### src/logic/fpu_noncomp_pkg.sv
// FPU non-computational definitions
package fpu_noncomp_pkg;

    // ----------------------------------------
    // Widths and constants
    // ----------------------------------------
    localparam int unsigned FLEN        = 32;  // Only FP32 is kept
    localparam int unsigned RM_BITS     = 3;   // Rounding mode field, reused as sub-op
    localparam int unsigned STATUS_BITS = 5;   // NV DZ OF UF NX
    localparam int unsigned STATUS_NV   = 4;   // Invalid operation flag

    // Canonical quiet NaN for FP32
    localparam logic [FLEN-1:0] CANON_NAN = 32'h7fc00000;

    // ----------------------------------------
    // Operation encodings
    // ----------------------------------------
    // Issue side operations
    typedef enum logic [2:0] {
        FSGNJ,     // Sign injection, variant in rm
        FMIN_MAX,  // Min or max, variant in rm
        FCMP,      // le, lt, eq, variant in rm
        FMV_F2X,   // Move FPR to GPR
        FMV_X2F    // Move GPR to FPR
    } fpu_op_e;

    // Unit side operations
    typedef enum logic [1:0] {
        UOP_SGNJ,    // Sign injection unit
        UOP_MINMAX,  // Compare unit, min/max path
        UOP_CMP      // Compare unit, compare path
    } unit_op_e;

    // ----------------------------------------
    // Packets
    // ----------------------------------------
    typedef struct packed {
        fpu_op_e         operation;
        logic [FLEN-1:0] operand_a;
        logic [FLEN-1:0] operand_b;
    } fu_data_t;

    // Request after translation
    typedef struct packed {
        unit_op_e           op;
        logic [RM_BITS-1:0] rm;  // Sub-operation
        logic [FLEN-1:0]    operand_a;
        logic [FLEN-1:0]    operand_b;
    } fpu_req_t;

    typedef struct packed {
        logic [FLEN-1:0]        result;
        logic [STATUS_BITS-1:0] status;
    } unit_res_t;

endpackage
### src/logic/fpu_noncomp_top.sv
// FPU non-computational top level
module fpu_noncomp_top #(
    parameter int unsigned TransIdBits = 3
) (
    input  logic                                    clk_i,
    input  logic                                    rst_ni,
    input  logic                                    flush_i,
    input  logic                                    fpu_valid_i,
    output logic                                    fpu_ready_o,
    input  fpu_noncomp_pkg::fu_data_t               fu_data_i,
    input  logic [fpu_noncomp_pkg::RM_BITS-1:0]     fpu_rm_i,
    input  logic [TransIdBits-1:0]                  fpu_trans_id_i,
    output logic [fpu_noncomp_pkg::FLEN-1:0]        result_o,
    output logic [fpu_noncomp_pkg::STATUS_BITS-1:0] fpu_status_o,
    output logic [TransIdBits-1:0]                  fpu_trans_id_o,
    output logic                                    fpu_valid_o,
    input  logic                                    out_ready_i
);

    fpu_noncomp_pkg::fpu_req_t  dec_req;  // Straight from issue
    fpu_noncomp_pkg::fpu_req_t  be_req;   // Towards back end
    logic [TransIdBits-1:0]     be_tag;
    logic                       be_valid;
    logic                       be_ready;
    fpu_noncomp_pkg::unit_res_t sgnj_res;
    fpu_noncomp_pkg::unit_res_t cmp_res;

    fpu_decoder u_decoder (.fu_data_i(fu_data_i), .rm_i(fpu_rm_i), .req_o(dec_req));

    fpu_issue_buffer #(.TransIdBits(TransIdBits)) u_issue_buffer (
        .clk_i, .rst_ni, .flush_i,
        .valid_i(fpu_valid_i), .ready_o(fpu_ready_o), .req_i(dec_req), .tag_i(fpu_trans_id_i),
        .in_valid_o(be_valid), .req_o(be_req), .tag_o(be_tag), .in_ready_i(be_ready)
    );

    // Both units see every request
    fpu_sgnj_unit u_sgnj (.req_i(be_req), .res_o(sgnj_res));
    fpu_cmp_unit  u_cmp  (.req_i(be_req), .res_o(cmp_res));

    fpu_result_stage #(.TransIdBits(TransIdBits)) u_result_stage (
        .clk_i, .rst_ni, .flush_i,
        .in_valid_i(be_valid), .in_ready_o(be_ready), .op_i(be_req.op), .tag_i(be_tag),
        .sgnj_i(sgnj_res), .cmp_i(cmp_res),
        .result_o(result_o), .status_o(fpu_status_o), .tag_o(fpu_trans_id_o),
        .valid_o(fpu_valid_o), .out_ready_i(out_ready_i)
    );

endmodule

### src/logic/fpu_result_stage.sv
// FPU output register stage
module fpu_result_stage #(
    parameter int unsigned TransIdBits = 3
) (
    input  logic                                    clk_i,
    input  logic                                    rst_ni,
    input  logic                                    flush_i,
    input  logic                                    in_valid_i,
    output logic                                    in_ready_o,
    input  fpu_noncomp_pkg::unit_op_e               op_i,
    input  logic [TransIdBits-1:0]                  tag_i,
    input  fpu_noncomp_pkg::unit_res_t              sgnj_i,
    input  fpu_noncomp_pkg::unit_res_t              cmp_i,
    output logic [fpu_noncomp_pkg::FLEN-1:0]        result_o,
    output logic [fpu_noncomp_pkg::STATUS_BITS-1:0] status_o,
    output logic [TransIdBits-1:0]                  tag_o,
    output logic                                    valid_o,
    input  logic                                    out_ready_i
);

    logic                       valid_q;
    logic                       load;  // Request taken this cycle
    fpu_noncomp_pkg::unit_res_t res_d, res_q;
    logic [TransIdBits-1:0]     tag_q;

    // Room when empty or when the current result leaves now
    assign in_ready_o = !valid_q || out_ready_i;
    assign load       = in_valid_i && in_ready_o;

    // Unit select
    assign res_d = (op_i == fpu_noncomp_pkg::UOP_SGNJ) ? sgnj_i : cmp_i;

    always_ff @(posedge clk_i or negedge rst_ni) begin
        if (!rst_ni) valid_q <= 1'b0;
        else if (flush_i) valid_q <= 1'b0;  // Drop pending result
        else if (load) valid_q <= 1'b1;
        else if (out_ready_i) valid_q <= 1'b0;
    end

    // Payload held while the consumer stalls
    always_ff @(posedge clk_i) begin
        if (load) begin
            res_q <= res_d;
            tag_q <= tag_i;
        end
    end

    assign result_o = res_q.result;
    assign status_o = res_q.status;
    assign tag_o    = tag_q;
    assign valid_o  = valid_q;

endmodule

### src/logic/fpu_cmp_unit.sv
// FP32 compare and min/max unit
module fpu_cmp_unit (
    input  fpu_noncomp_pkg::fpu_req_t  req_i,
    output fpu_noncomp_pkg::unit_res_t res_o
);

    logic [fpu_noncomp_pkg::FLEN-1:0] a, b;
    logic a_nan, b_nan;
    logic a_snan, b_snan;
    logic any_nan, any_snan;
    logic both_zero;  // +0 and -0 in any mix
    logic a_lt_b;     // Ordered, -0 below +0
    logic a_eq_b;     // Ordered, -0 equal to +0
    logic cmp_bit;

    assign a = req_i.operand_a;
    assign b = req_i.operand_b;

    // ----------------------------------------
    // Classification
    // ----------------------------------------
    assign a_nan    = (a[30:23] == 8'hff) && (a[22:0] != '0);
    assign b_nan    = (b[30:23] == 8'hff) && (b[22:0] != '0);
    assign a_snan   = a_nan && !a[22];  // Quiet bit clear
    assign b_snan   = b_nan && !b[22];
    assign any_nan  = a_nan || b_nan;
    assign any_snan = a_snan || b_snan;

    // Sign-magnitude ordering
    assign both_zero = (a[30:0] == '0) && (b[30:0] == '0);
    assign a_lt_b    = (a[31] != b[31]) ? a[31]
                     : (a[31] ? (a[30:0] > b[30:0]) : (a[30:0] < b[30:0]));
    assign a_eq_b    = (a == b) || both_zero;

    always_comb begin
        res_o.result = '0;
        res_o.status = '0;
        cmp_bit      = 1'b0;
        if (req_i.op == fpu_noncomp_pkg::UOP_CMP) begin
            unique case (req_i.rm)
                3'b000: cmp_bit = a_lt_b || a_eq_b;                // le
                3'b001: cmp_bit = a_lt_b && !both_zero;            // lt
                3'b010: cmp_bit = a_eq_b;                          // eq
                default: ;
            endcase
            // Signaling compares trap on any NaN, eq only on sNaN
            if (req_i.rm == 3'b000 || req_i.rm == 3'b001)
                res_o.status[fpu_noncomp_pkg::STATUS_NV] = any_nan;
            else if (req_i.rm == 3'b010)
                res_o.status[fpu_noncomp_pkg::STATUS_NV] = any_snan;
            res_o.result = {{(fpu_noncomp_pkg::FLEN-1){1'b0}}, cmp_bit && !any_nan};
        end else begin
            res_o.status[fpu_noncomp_pkg::STATUS_NV] = any_snan;
            if (a_nan && b_nan) res_o.result = fpu_noncomp_pkg::CANON_NAN;
            else if (a_nan) res_o.result = b;  // NaN loses to a number
            else if (b_nan) res_o.result = a;
            else res_o.result = (a_lt_b ^ req_i.rm[0]) ? a : b;  // rm[0] selects max
        end
    end

endmodule

### src/logic/fpu_sgnj_unit.sv
// FP32 sign injection unit
module fpu_sgnj_unit (
    input  fpu_noncomp_pkg::fpu_req_t  req_i,
    output fpu_noncomp_pkg::unit_res_t res_o
);

    localparam int unsigned SIGN = fpu_noncomp_pkg::FLEN - 1;

    logic                                sign_a;
    logic                                sign_b;
    logic [fpu_noncomp_pkg::FLEN-2:0]    mag_a;  // Magnitude kept from operand a

    assign sign_a = req_i.operand_a[SIGN];
    assign sign_b = req_i.operand_b[SIGN];
    assign mag_a  = req_i.operand_a[SIGN-1:0];

    always_comb begin
        unique case (req_i.rm)
            3'b000:  res_o.result = {sign_b, mag_a};           // fsgnj
            3'b001:  res_o.result = {~sign_b, mag_a};          // fsgnjn
            3'b010:  res_o.result = {sign_a ^ sign_b, mag_a};  // fsgnjx
            default: res_o.result = req_i.operand_a;           // Move passthrough
        endcase
        res_o.status = '0;  // Never raises flags
    end

endmodule

### src/logic/fpu_issue_buffer.sv
// Issue protocol inversion buffer
module fpu_issue_buffer #(
    parameter int unsigned TransIdBits = 3
) (
    input  logic                      clk_i,
    input  logic                      rst_ni,
    input  logic                      flush_i,
    input  logic                      valid_i,
    output logic                      ready_o,
    input  fpu_noncomp_pkg::fpu_req_t req_i,
    input  logic [TransIdBits-1:0]    tag_i,
    output logic                      in_valid_o,
    output fpu_noncomp_pkg::fpu_req_t req_o,
    output logic [TransIdBits-1:0]    tag_o,
    input  logic                      in_ready_i
);

    typedef enum logic {
        READY,
        STALL
    } state_e;

    state_e                    state_q, state_d;
    logic                      hold_en;   // Capture request into hold register
    logic                      use_hold;  // Present held copy to back end
    fpu_noncomp_pkg::fpu_req_t req_q;
    logic [TransIdBits-1:0]    tag_q;

    // ----------------------------------------
    // FSM, valid towards back end follows ready
    // ----------------------------------------
    always_comb begin
        ready_o    = 1'b0;
        in_valid_o = 1'b0;
        hold_en    = 1'b0;
        use_hold   = 1'b0;
        state_d    = state_q;

        unique case (state_q)
            READY: begin
                ready_o    = 1'b1;     // Token offered to issue
                in_valid_o = valid_i;  // Pass straight through
                // Back end refuses, park the request
                if (valid_i && !in_ready_i) begin
                    ready_o = 1'b0;
                    hold_en = 1'b1;
                    state_d = STALL;
                end
            end
            STALL: begin
                in_valid_o = 1'b1;  // Held request pending
                use_hold   = 1'b1;
                if (in_ready_i) begin
                    ready_o = 1'b1;  // Issue handshake completes here
                    state_d = READY;
                end
            end
            default: state_d = READY;
        endcase

        if (flush_i) state_d = READY;  // Flush overrides everything
    end

    always_ff @(posedge clk_i or negedge rst_ni) begin
        if (!rst_ni) state_q <= READY;
        else state_q <= state_d;
    end

    // Hold register
    always_ff @(posedge clk_i) begin
        if (hold_en) begin
            req_q <= req_i;
            tag_q <= tag_i;
        end
    end

    assign req_o = use_hold ? req_q : req_i;
    assign tag_o = use_hold ? tag_q : tag_i;

endmodule

### src/logic/fpu_decoder.sv
// FPU operation decoder
module fpu_decoder (
    input  fpu_noncomp_pkg::fu_data_t                  fu_data_i,
    input  logic [fpu_noncomp_pkg::RM_BITS-1:0]        rm_i,
    output fpu_noncomp_pkg::fpu_req_t                  req_o
);

    // Sign injection passthrough, used by both moves
    localparam logic [fpu_noncomp_pkg::RM_BITS-1:0] RM_PASS = 3'b011;

    logic [fpu_noncomp_pkg::RM_BITS-1:0] rm_masked;

    // Top rm bit carries an alternate format encoding on the issue side
    assign rm_masked = {1'b0, rm_i[fpu_noncomp_pkg::RM_BITS-2:0]};

    always_comb begin
        // Defaults
        req_o.op        = fpu_noncomp_pkg::UOP_SGNJ;
        req_o.rm        = rm_i;
        req_o.operand_a = fu_data_i.operand_a;  // Operands never change here
        req_o.operand_b = fu_data_i.operand_b;

        unique case (fu_data_i.operation)
            // Sign injection, sub-op in rm 000..010
            fpu_noncomp_pkg::FSGNJ: begin
                req_o.op = fpu_noncomp_pkg::UOP_SGNJ;
                req_o.rm = rm_masked;
            end
            // Min/max, sub-op in rm 000..001
            fpu_noncomp_pkg::FMIN_MAX: begin
                req_o.op = fpu_noncomp_pkg::UOP_MINMAX;
                req_o.rm = rm_masked;
            end
            // Compare, sub-op in rm 000..010
            fpu_noncomp_pkg::FCMP: begin
                req_o.op = fpu_noncomp_pkg::UOP_CMP;
                req_o.rm = rm_masked;
            end
            fpu_noncomp_pkg::FMV_F2X: begin
                req_o.op = fpu_noncomp_pkg::UOP_SGNJ;  // Mapped onto passthrough
                req_o.rm = RM_PASS;
            end
            fpu_noncomp_pkg::FMV_X2F: begin
                req_o.op = fpu_noncomp_pkg::UOP_SGNJ;  // No recoding needed
                req_o.rm = RM_PASS;
            end
            default: ;  // Keep defaults
        endcase
    end

endmodule

### config.mk
export PLATFORM = sky130hd
export DESIGN_NAME = fpu_noncomp_top
export DESIGN_NICKNAME = d
export VERILOG_FILES = /design/src/logic/fpu_noncomp_pkg.sv /design/src/logic/fpu_noncomp_top.sv /design/src/logic/fpu_result_stage.sv /design/src/logic/fpu_cmp_unit.sv /design/src/logic/fpu_sgnj_unit.sv /design/src/logic/fpu_issue_buffer.sv /design/src/logic/fpu_decoder.sv
export SDC_FILE = /design/constraint.sdc
export NUM_CORES = 1
export LEC_CHECK = 0
export BUFFER_PORTS_ARGS = -buffer_cell sky130_fd_sc_hd__buf_2
export CORE_MARGIN = 2
export CORE_UTILIZATION = 25
export DETAILED_ROUTE_END_ITERATION = 7
export PLACE_DENSITY_LB_ADDON = 0.1
export SLEW_MARGIN = 20
export SYNTH_ARGS = -nofsm -noshare
export SYNTH_HDL_FRONTEND = slang
export SYNTH_SLANG_ARGS = --single-unit
### constraint.sdc
create_clock -name clk_i -period 4.4 [get_ports clk_i]
set_clock_uncertainty 0.1 [all_clocks]
set_input_delay 0.88 -clock clk_i [delete_from_list [all_inputs] [get_ports clk_i]]
set_output_delay 0.88 -clock clk_i [all_outputs]
set_load 0.02 [all_outputs]
# == Yosys cells after proc, flatten, opt, wreduce, memory -nomap -nowiden ==
# Index checks and enable logic that the tools add are counted.
# classes
eq_ne,11
bitwise,4
n_reduce_logical,31
order_cmp,2
n_mux,29
# ops
op,count
2-to-1 mux 32 bit,4
one-hot mux 32 bit (3 select lines),1
2-to-1 mux 69 bit,1
zero test 31 bit,2
nonzero test 23 bit,2
2-to-1 mux 37 bit,1
2-to-1 mux 33 bit,1
== test 32 bit,1
> comparator 31 bit,1
less-than comparator 31 bit,1
one-hot mux 5 bit (4 select lines),1
"== test 8 bit, second input constant",2
2-to-1 mux 1 bit,15
logical AND 1 bit,10
"== test 3 x 2 -> 1 bit, second input constant",3
"== test 3 x 1 -> 1 bit, second input constant",2
zero test 1 bit,6
zero test 3 bit,2
logical OR 1 bit,6
one-hot mux 1 bit (2 select lines),3
"== test 3 bit, second input constant",1
2-to-1 mux 3 bit,1
one-hot mux 1 bit (3 select lines),1
nonzero test 3 bit,1
6 further kinds,8
# word_totals
word_cells,88
regBits,114
output_inout_bits,42

# == Logic depth before layout (Yosys ltp) ==
# Gate-level depths: netlist of run 1.
# logic_depth
word_depth,14
depth_mapped,19
ltp_nobuf,12

# == By module ==
# A second synthesis of run 1 with hierarchy kept.
# hier_totals
cells_unflattened,654
hier_area_um2,7932.6
# modules_own_cells
module,instances,area_per_inst_um2,cells_each
fpu_issue_buffer,1,3276.9,157
fpu_cmp_unit,1,1946.9,297
fpu_result_stage,1,1856.8,86
fpu_decoder,1,536.8,71
fpu_sgnj_unit,1,315.3,43

# == Worst setup path before layout of run 1 ==
# No wires, ideal clock.
# synth_timing
path_type,register to register
from,register u_issue_buffer.state_q
to,"register u_result_stage.res_q, in the netlist u_result_stage.result_o[23] (data pin)"
path_slack_ns,-0.462
required_ns,4.019
setup_ns,0.281
path_stages_with_launch,20
arrival_time_ns,4.481
path_cell_list,dfrtp_1 > buf_6 > buf_2 > buf_2 > buf_1 > buf_1 > buf_2 > mux2i_1 > inv_1 > ha_1 > nand4_1 > nor4_1 > inv_1 > a211o_1 > and4_1 > a211oi_1 > o31a_1 > buf_4 > buf_6 > o22ai_1
# synth_lines
item,line,text
from (decl),fpu_issue_buffer.sv:23,"state_e state_q, state_d;"
from (signal assigned),fpu_issue_buffer.sv:66,else state_q <= state_d;
to (signal assigned),fpu_result_stage.sv:43,res_q <= res_d;
to (decl),fpu_result_stage.sv:23,"fpu_noncomp_pkg::unit_res_t res_d, res_q;"

==> results of run 1 <==
==> logic make-up after synthesis <==
family	count (synthesis)	share of synthesized area (%)
other cells	1	0.0635
buf+inv	56	4.34
fa+ha+maj	31	6.56
flops	110	55.7
simple gates	112	10.7
compound gates	96	10.6
mux	70	12.0
==> registers in the layout (all words and copies together) (netlist names) <==
register / count
u_issue_buffer.req_q: 69
u_issue_buffer.state_q: 1
u_issue_buffer.tag_q: 3
u_result_stage.result_o: 32
u_result_stage.status_o: 1
u_result_stage.tag_o: 3
u_result_stage.valid_o: 1
==> metrics by stage <==
| step | area [µm²] | utilization (%) |
|---|---|---|
| 2_1_floorplan | 5930 | - |
| 3_3_place_gp | 7040 | 30.2 |
| 3_5_place_dp | 7040 | 30.2 |
| 4_1_cts | 7340 | 31.5 |
| 5_1_grt | 7350 | 31.5 |
| 6_report | 7350 | 31.5 |
==> worst max-delay path, delay by kind of cell (launching register included) <==
| kind | cells | cell delay [ps] |
|---|---|---|
| fa+ha+maj | 1 | 300 |
| simple gates | 3 | 640 |
| flops | 1 | 550 |
| buf+inv | 4 | 640 |
| mux | 1 | 390 |
| compound gates | 4 | 1160 |
==> cells in the mapped netlist, drive strengths merged (4+ instances only) <==
master / number / share of area [%]
nor3: 8 / 0.68
nand4: 14 / 1.5
o21ai: 12 / 1.0
or4: 4 / 0.57
a21oi: 19 / 1.6
ha: 31 / 6.6
nor2: 18 / 1.1
nor2b: 4 / 0.42
a211oi: 4 / 0.59
inv: 36 / 2.3
and4: 4 / 0.64
nand3: 10 / 0.85
o211ai: 4 / 0.51
mux2: 9 / 1.7
nand2: 18 / 1.1
nor4: 17 / 1.8
buf: 19 / 2.0
mux2i: 61 / 10
edfxtp: 108 / 55
o22ai: 33 / 3.5
==> report_power, final <==
group	leakage, µW	switching (µW)	internal, µW	total [µW]
registers	0.00103	16.3	1210	1230
logic	0.00150	248	157	405
clock network	0.000147	383	497	880
==> per-layer routing <==
layer,vias up,part of all wire [%]
met4,0,0.94
li1,2136,-
met3,11,4.1
met2,100,49
met5,-,0
met1,2149,46
==> repair_timing <==
item                                    in CTS  in global routing
endpoints found under the setup margin       0                 29
gates resized for setup                      0                  2
buffers inserted                             0                  0
==> placed cells by master, fill, tap and decap left out, types with 17 or more instances in the layout <==
cell        n
a21oi_1    18
nor2_1     17
mux2i_1    61
o22ai_1    33
buf_2     115
nand2_1    18
inv_1      36
ha_1       31
buf_4      19
edfxtp_1  108
==> path summary, 6_finish.rpt <==
kind,startpoint,to,cells past startpoint
max in group asynchronous,rst_ni,u_issue_buffer.state_q$_DFF_PN0_,1
max reg2reg,u_issue_buffer.state_q$_DFF_PN0_,u_result_stage.result_o[18]$_DFFE_PP_,13
min in group clk_i,u_issue_buffer.tag_q[2]$_DFFE_PP_,u_result_stage.tag_o[2]$_DFFE_PP_,1
min,rst_ni,u_issue_buffer.state_q$_DFF_PN0_,1
min reg2reg,u_issue_buffer.tag_q[2]$_DFFE_PP_,u_result_stage.tag_o[2]$_DFFE_PP_,1
max,u_issue_buffer.state_q$_DFF_PN0_,u_result_stage.result_o[18]$_DFFE_PP_,13
==> area by class of cell <==
type | count | area [µm²] | area share [%]
clock inverters | 4 | 72.6 | 0.987
flip-flops and latches | 110 | 3300 | 44.8
clock buffers | 11 | 233 | 3.16
repair buffers | 139 | 818 | 11.1
inverters | 36 | 135 | 1.84
multi-input cells | 313 | 2400 | 32.6
well taps | 319 | 399 | 5.43
==> results.cfg, run 1 <==
[setup_path]
start_kind = flop
critPathKind = reg -> reg
critical_path.cell_chain = buf_12 -> mux2i_1 -> inv_1 -> ha_1 -> nand4_1 -> nor4_2 -> inv_1 -> a211oi_1 -> nor3_1 -> a211oi_2 -> o31a_1 -> buf_12 -> o22ai_1
worstPathRequired_ps = 4390
critPathSlowestCell = dfrtp_4
cp_max_fo = 30
r2r_slack_ps = 350
crit_arrival_ps = 4040
max_stage_delay_ps = 550
end_kind = flop

[grt]
grt_overflow_total = 0
grt_pass1_vias = 4572
use_met1_pct = 17.5
grt_max_degree = 73
grt-busiest-layer = met2
use_met3_pct = 3.28
antenna_found_initial = 0
grt_pass1_wl_um = 25900
track_usage_pct = 14.0
grt_use_met2_pct = 24.2

[route]
first_pass_iters = 4
dr.first_iter.drc_count = 216
wl_per_cell_um = 18.3
detail-route-antenna-nets = 0
drc = 0
drt-vias-per-instance = 4.72
vias = 4396
wl_um = 17100

[final_layout]
stdcell_count = 932
diodes = 0
synthToLayoutAreaGrowth_pct = 24.4
nNetsFinal = 718
fillers = 2449
drive_gt1_share_pct = 28.2

[sta]
fin_crit_ps = 4050
drv_slew = 0
setup_viol = 0
layout_setup_ws_ps = 348
rsz0062_at_grt = no
fmax_ghz = 0.247
slew_headroom_pct = 29.8
holdWs_ps = 194
final.period_utilization_pct = 92.1
final_hold_viol_count = 0
setup_tns_ps = 0
tightest_slew_ps = 1050

[synthesis]
syn_area_per_cell_um2 = 12.4
yosysWarnings = 0
synth_edf_count = 108
ys_ff_latch = 110
synth_cells = 476
async_flop_share_pct = 1.82
syn_area_mm2 = 0.00591
ys.flop_type = edfxtp_1
yosysUniqueCellTypes = 55
yosysSeqAreaShare_pct = 55.7

[floorplan]
die-area_mm2 = 0.0249
io_pins = 120
rows = 56
die_w_um = 158
fp.dieH_um = 158
core_area_mm2 = 0.0233
initial_core_util_pct = 25.3

[hold_path]
hp-class = in -> async

[clock_tree]
cts_sinks = 110
cts_tree = yes
clock_latency_ps = 360
path_clk_slew_ps = 80
hold_buffers = 0
cts_root_buffer = clkbuf_16
htreeDepth = 3
numCtsBuffers = 9
cts_buffer_depth = 2

[power_and_ir_drop]
power_uw = 2510
peakVddDrop_mv = 0.163
powerDensity_mw_per_mm2 = 342
power.leakage_uw = 0.00269

[placed_design]
portBuffers = 115
dp_hpwl_um = 13100
gp_congestion = 0.786
pre_cts_ws_ps = 97.0
dp_cells = 917

[job]
cap_violations = 0

[outcome]
status = complete, no violations
Note: power is estimated with default switching activity, not from simulation.
==> run 2, diff against run 1 <==
--- a/config.mk
+++ b/config.mk
@@ -13,4 +13,5 @@
 export SLEW_MARGIN = 20
 export SYNTH_ARGS = -nofsm -noshare
 export SYNTH_HDL_FRONTEND = slang
+export SYNTH_HIERARCHICAL = 1
 export SYNTH_SLANG_ARGS = --single-unit
==> results.cfg, run 2 <==
[setup_path]
r2r-start = u_issue_buffer/state_q$_DFF_PN0_
path_delay_family = simple AND/OR/NAND/NOR gates
critPathKind = reg -> reg
critPathSlowestCell = dfrtp_4
cpMostUsedCell = mux2_4
crit_cells = 12
end_kind = flop
crit_start = u_issue_buffer/state_q$_DFF_PN0_
crit_arrival_ps = 4210
reg2reg_depth = 12
crit_end = u_result_stage/result_o[24]$_DFFE_PP_
critical_path.cell_chain = buf_12 -> mux2_4 -> ha_1 -> nand4_1 -> nor4_2 -> and2_1 -> o22ai_1 -> a311o_1 -> and3_4 -> o311ai_0 -> a21oi_1 -> mux2_4
r2r_slack_ps = 260
critical_path.reg2reg.endpoint = u_result_stage/result_o[24]$_DFFE_PP_
start_kind = flop
max_stage_delay_ps = 470
worstPathRequired_ps = 4470
cp_max_fo = 40
worst-path-buf-inv = 1

[placed_design]
gp_congestion = 0.816
pre_cts_ws_ps = 146
dp_hpwl_um = 15300
portBuffers = 119
place_area_mm2 = 0.00833

[job]
cap_violations = 0

[final_layout]
final_cell_mix = 119 x buf_2, 112 x edfxtp_1, 77 x mux2_4
fin_area_mm2 = 0.00883
synthToLayoutAreaGrowth_pct = 11.4
largest_reg_flops = 69
fillers = 3266
largest-register = u_issue_buffer/req_q
final_common_cell = buf_2
diodes = 0
nNetsFinal = 801
drive_gt1_share_pct = 41.8

[synthesis]
synth_fa_ha_area_share_pct = 4.89
yosysWarnings = 6
synth_simple_gate_area_share_pct = 7.15
yosysSeqAreaShare_pct = 43.0
ys.flop_type = edfxtp_1
yosys.area.top_type_share_pct = 42.4
yosysUniqueCellTypes = 59
async_flop_share_pct = 1.75
synth_edf_count = 112
synth_mux_area_share_pct = 19.1
synth_top_family_by_area = multiplexers
synth_common_cells = 112 x edfxtp_1, 104 x buf_4, 77 x mux2_4, 44 x a21oi_1, 37 x inv_1
ys_ff_latch = 114
yosys.area_share.xor_xnor_pct = 0.110
synthTopCellsByArea = edfxtp_1 42%, mux2_4 15%, buf_4 9.8%, ha_1 4.9%, mux2_2 4.0%
synth_most_common_cell = edfxtp_1
syn_area_per_cell_um2 = 12.1
synth_cells = 654
yosysTopAreaCell = edfxtp_1
synth_compound_area_share_pct = 11.0
syn_area_mm2 = 0.00793

[clock_tree]
htreeDepth = 4
cts_sinks = 114
postCtsSetupRepairBufs = 0
clock_latency_ps = 420
hold_buffers = 0
cts_buffer_depth = 2
cts_root_buffer = clkbuf_16
cts_tree = yes
cts_resized = 0
numCtsBuffers = 17
path_clk_slew_ps = 50

[route]
wl_um = 20400
detail-route-antenna-nets = 0
vias = 5081
first_pass_iters = 5
dr.first_iter.drc_count = 254
drt-vias-per-instance = 4.60
wl_per_cell_um = 18.5
drc = 0

[power_and_ir_drop]
peakVddDrop_mv = 0.252
power_uw = 3160
powerDensity_mw_per_mm2 = 358
power.leakage_uw = 0.00351

[outcome]
status = complete, no violations

[floorplan]
die-area_mm2 = 0.0332
die_w_um = 182
io_pins = 120
core_area_mm2 = 0.0314
fp.dieH_um = 182
initial_core_util_pct = 25.3
rows = 65

[sta]
fin_crit_ps = 4140
final_hold_viol_count = 0
final.period_utilization_pct = 94.1
setup_tns_ps = 0
tightest_slew_ps = 1020
rsz0062_at_grt = no
slew_headroom_pct = 32.1
fmax_ghz = 0.241
drv_slew = 0
layout_setup_ws_ps = 258
holdWs_ps = 139
setup_viol = 0

[grt]
grt_pass1_vias = 5122
track_usage_pct = 12.6
grt_overflow_total = 0
grt_pass1_wl_um = 31600
grt_max_degree = 73
antenna_found_initial = 0

[hold_path]
hp-class = in -> async
[run 2: cell count changes in the layout (fill, tap and decap cells not counted), sizes merged, moves of 5 or more]
| cell | delta |
|---|---|
| nor2 | -8 |
| o311ai | +30 |
| clkbuf | +10 |
| conb | +5 |
| a21oi | +25 |
| mux2i | -61 |
| clkinv | +6 |
| o22ai | -31 |
| buf | +10 |
| o21ai | +24 |
| mux2 | +100 |
| nand2 | -6 |
[run 2: metal layers]
metal,track usage [%],wire [µm],up-vias
met5,0,0,-
met4,3.77,216,0
met3,2.93,866,13
met2,20.1,9360,122
met1,17.1,10000,2491
li1,-,-,2455
[run 2: cells by family (layout without fill, tap and decap cells)]
logic type                 Yosys count  in the layout
adders and majority gates           31             31
muxes                              109            109
other                                2              9
buffers and inverters              174            216
and+or+nand+nor                     89             89
xor gates and xnor gates             1              1
AOI/OAI and AO/OA                  134            134
DFF                                114            114
[run 2: worst min-delay path by stage]
stage                                                  from                                end
final                                                rst_ni   u_issue_buffer/state_q$_DFF_PN0_
after global routing                                 rst_ni   u_issue_buffer/state_q$_DFF_PN0_
after CTS                                            rst_ni   u_issue_buffer/state_q$_DFF_PN0_
after detailed placement  u_issue_buffer/tag_q[2]$_DFFE_PP_  u_result_stage/tag_o[2]$_DFFE_PP_
after global placement    u_issue_buffer/tag_q[2]$_DFFE_PP_  u_result_stage/tag_o[2]$_DFFE_PP_
after floorplan           u_issue_buffer/tag_q[0]$_DFFE_PP_  u_result_stage/tag_o[0]$_DFFE_PP_
[run 2: cell type report]
class | instances | area, µm² | area share (%)
inverter | 37 | 139 | 1.57
multi-input combinational | 373 | 3410 | 38.6
clock inverter | 9 | 67.6 | 0.765
clock buffer | 21 | 440 | 4.99
tap | 402 | 503 | 5.69
timing repair buffer | 149 | 858 | 9.72
sequential | 114 | 3420 | 38.7
[run 2: where the power goes]
| part | total, µW | internal (µW) | switching [µW] | leakage [µW] |
|---|---|---|---|---|
| Sequential | 1280 | 1270 | 18.0 | 0.00107 |
| Clock | 1240 | 757 | 482 | 0.000255 |
| Combinational | 642 | 288 | 354 | 0.00218 |
| Total | 3160 | 2310 | 853 | 0.00351 |
[run 2: per-stage QoR]
step / std cells / util [%]
floorplan: 661 / -
global placement: 1075 / 26.5
detailed placement: 1075 / 26.5
CTS: 1105 / 28.1
global route: 1105 / 28.1
finish: 1105 / 28.1
==> run 3, diff against run 2 <==
--- a/config.mk
+++ b/config.mk
@@ -10,6 +10,7 @@
 export CORE_UTILIZATION = 25
 export DETAILED_ROUTE_END_ITERATION = 7
 export PLACE_DENSITY_LB_ADDON = 0.1
+export REMOVE_ABC_BUFFERS = 1
 export SLEW_MARGIN = 20
 export SYNTH_ARGS = -nofsm -noshare
 export SYNTH_HDL_FRONTEND = slang
==> results.cfg, run 3 (synthesized netlist as in run 2, its figures left out) <==
[route]
drc = 0
detail-route-antenna-nets = 0
wl_met3_um = 778
met2_length_um = 9650
dr.first_iter.drc_count = 285
wl_met1_um = 10100
first_pass_iters = 7
wl_um = 20800
drt-vias-per-instance = 4.68
highest_layer = met4
wl_per_cell_um = 18.9
vias = 5149

[final_layout]
drive_gt1_share_pct = 42.6
largest-register = u_issue_buffer/req_q
nNetsFinal = 794
synthToLayoutAreaGrowth_pct = 12.9
diodes = 0
final_cell_mix = 119 x buf_2, 112 x edfxtp_1, 77 x mux2_4
largest_reg_flops = 69
final_common_cell = buf_2

[sta]
drv_slew = 0
final_hold_viol_count = 0
final.period_utilization_pct = 94.2
fin_crit_ps = 4150
fmax_ghz = 0.241
slew_headroom_pct = 34.4
tightest_slew_ps = 979
rsz0062_at_grt = no
setup_tns_ps = 0
setup_viol = 0

[setup_path]
end_kind = flop
cp_max_fo = 30
max_stage_delay_ps = 530
worstPathRequired_ps = 4470
critPathKind = reg -> reg
crit_arrival_ps = 4220
path_delay_family = simple AND/OR/NAND/NOR gates
crit_cells = 12
cpMostUsedCell = mux2_4
worst-path-buf-inv = 1
critical_path.cell_chain = buf_12 -> mux2_4 -> ha_1 -> nand4_1 -> nor4_4 -> and2_1 -> o22ai_1 -> a311o_1 -> and3_4 -> o311ai_0 -> a21oi_1 -> mux2_4
critPathSlowestCell = dfrtp_4
reg2reg_depth = 12
start_kind = flop

[grt]
grt_pass1_wl_um = 31500
track_usage_pct = 12.6
grt_overflow_total = 0
antenna_found_initial = 0
grt_max_degree = 73
grt_pass1_vias = 5268

[clock_tree]
path_clk_slew_ps = 60
numCtsBuffers = 17
cts_tree = yes
htreeDepth = 4
cts_root_buffer = clkbuf_16
clock_latency_ps = 430
postCtsSetupRepairBufs = 0
cts_buffer_depth = 2
cts_sinks = 114

[power_and_ir_drop]
power_uw = 3440
power.leakage_uw = 0.00355
powerDensity_mw_per_mm2 = 384
peakVddDrop_mv = 0.258

[floorplan]
die_w_um = 182
core_area_mm2 = 0.0314
initial_core_util_pct = 25.3
fp.dieH_um = 182
rows = 65
io_pins = 120
die-area_mm2 = 0.0332

[placed_design]
portBuffers = 119
dp_hpwl_um = 15000
gp_congestion = 0.814

[outcome]
status = complete, no violations

[job]
cap_violations = 0

[hold_path]
hp-class = in -> async
run 3: changes by cell type in the layout (fill, tap and decap cells not counted), moves of 3 or more:
cell | before | now
buf_4 | 27 | 18
clkinv_4 | 0 | 6
clkbuf_1 | 4 | 0
clkinv_2 | 6 | 2
bufinv_16 | 1 | 4
run 3: per-layer routing:
layer,GRT usage [%],vias to the layer above
met5,0,-
met4,4.29,0
met3,2.26,12
met2,20.0,131
met1,17.3,2563
li1,-,2443
run 3: timing repair:
item	4_1_cts	5_1_grt
setup endpoints to repair	0	27
gates resized for setup	0	6
hold buffers	0	0
run 3: area by class of cell:
cell class / count / area, µm²
flip-flops and latches: 114 / 3420
repair buffers: 142 / 831
well taps: 402 / 503
clock inverters: 15 / 208
inverters: 37 / 139
multi-input cells: 373 / 3440
fillers: 3278 / 22400
clock buffers: 17 / 425
run 3: metrics by stage:
step	setup WS (ps)	util [%]	std cells	hold slack, ps	area (µm²)
after floorplan	-3520	-	524	424	6940
after global placement	7.94	26.4	1068	434	8290
after detailed placement	-30.5	26.4	1068	442	8290
after CTS	146	28.4	1100	108	8930
after global routing	0.411	28.5	1100	111	8960
final	254	28.5	1100	122	8960
run 3: path summary, 6_finish.rpt:
kind                                                         from                               endpoint  slack (ps)
worst max-delay path             u_issue_buffer/state_q$_DFF_PN0_  u_result_stage/result_o[24]$_DFFE_PP_         250
min in group clk_i              u_issue_buffer/tag_q[2]$_DFFE_PP_      u_result_stage/tag_o[2]$_DFFE_PP_         450
worst max register to register   u_issue_buffer/state_q$_DFF_PN0_  u_result_stage/result_o[24]$_DFFE_PP_         250
max in group asynchronous                                  rst_ni       u_issue_buffer/state_q$_DFF_PN0_        3970
worst min register to register  u_issue_buffer/tag_q[2]$_DFFE_PP_      u_result_stage/tag_o[2]$_DFFE_PP_         450
worst min-delay path                                       rst_ni       u_issue_buffer/state_q$_DFF_PN0_         120
run 3: where the power goes:
part	switching, µW	internal (µW)
clock	564	953
combinational	358	286
sequential	17.7	1260
total	940	2500
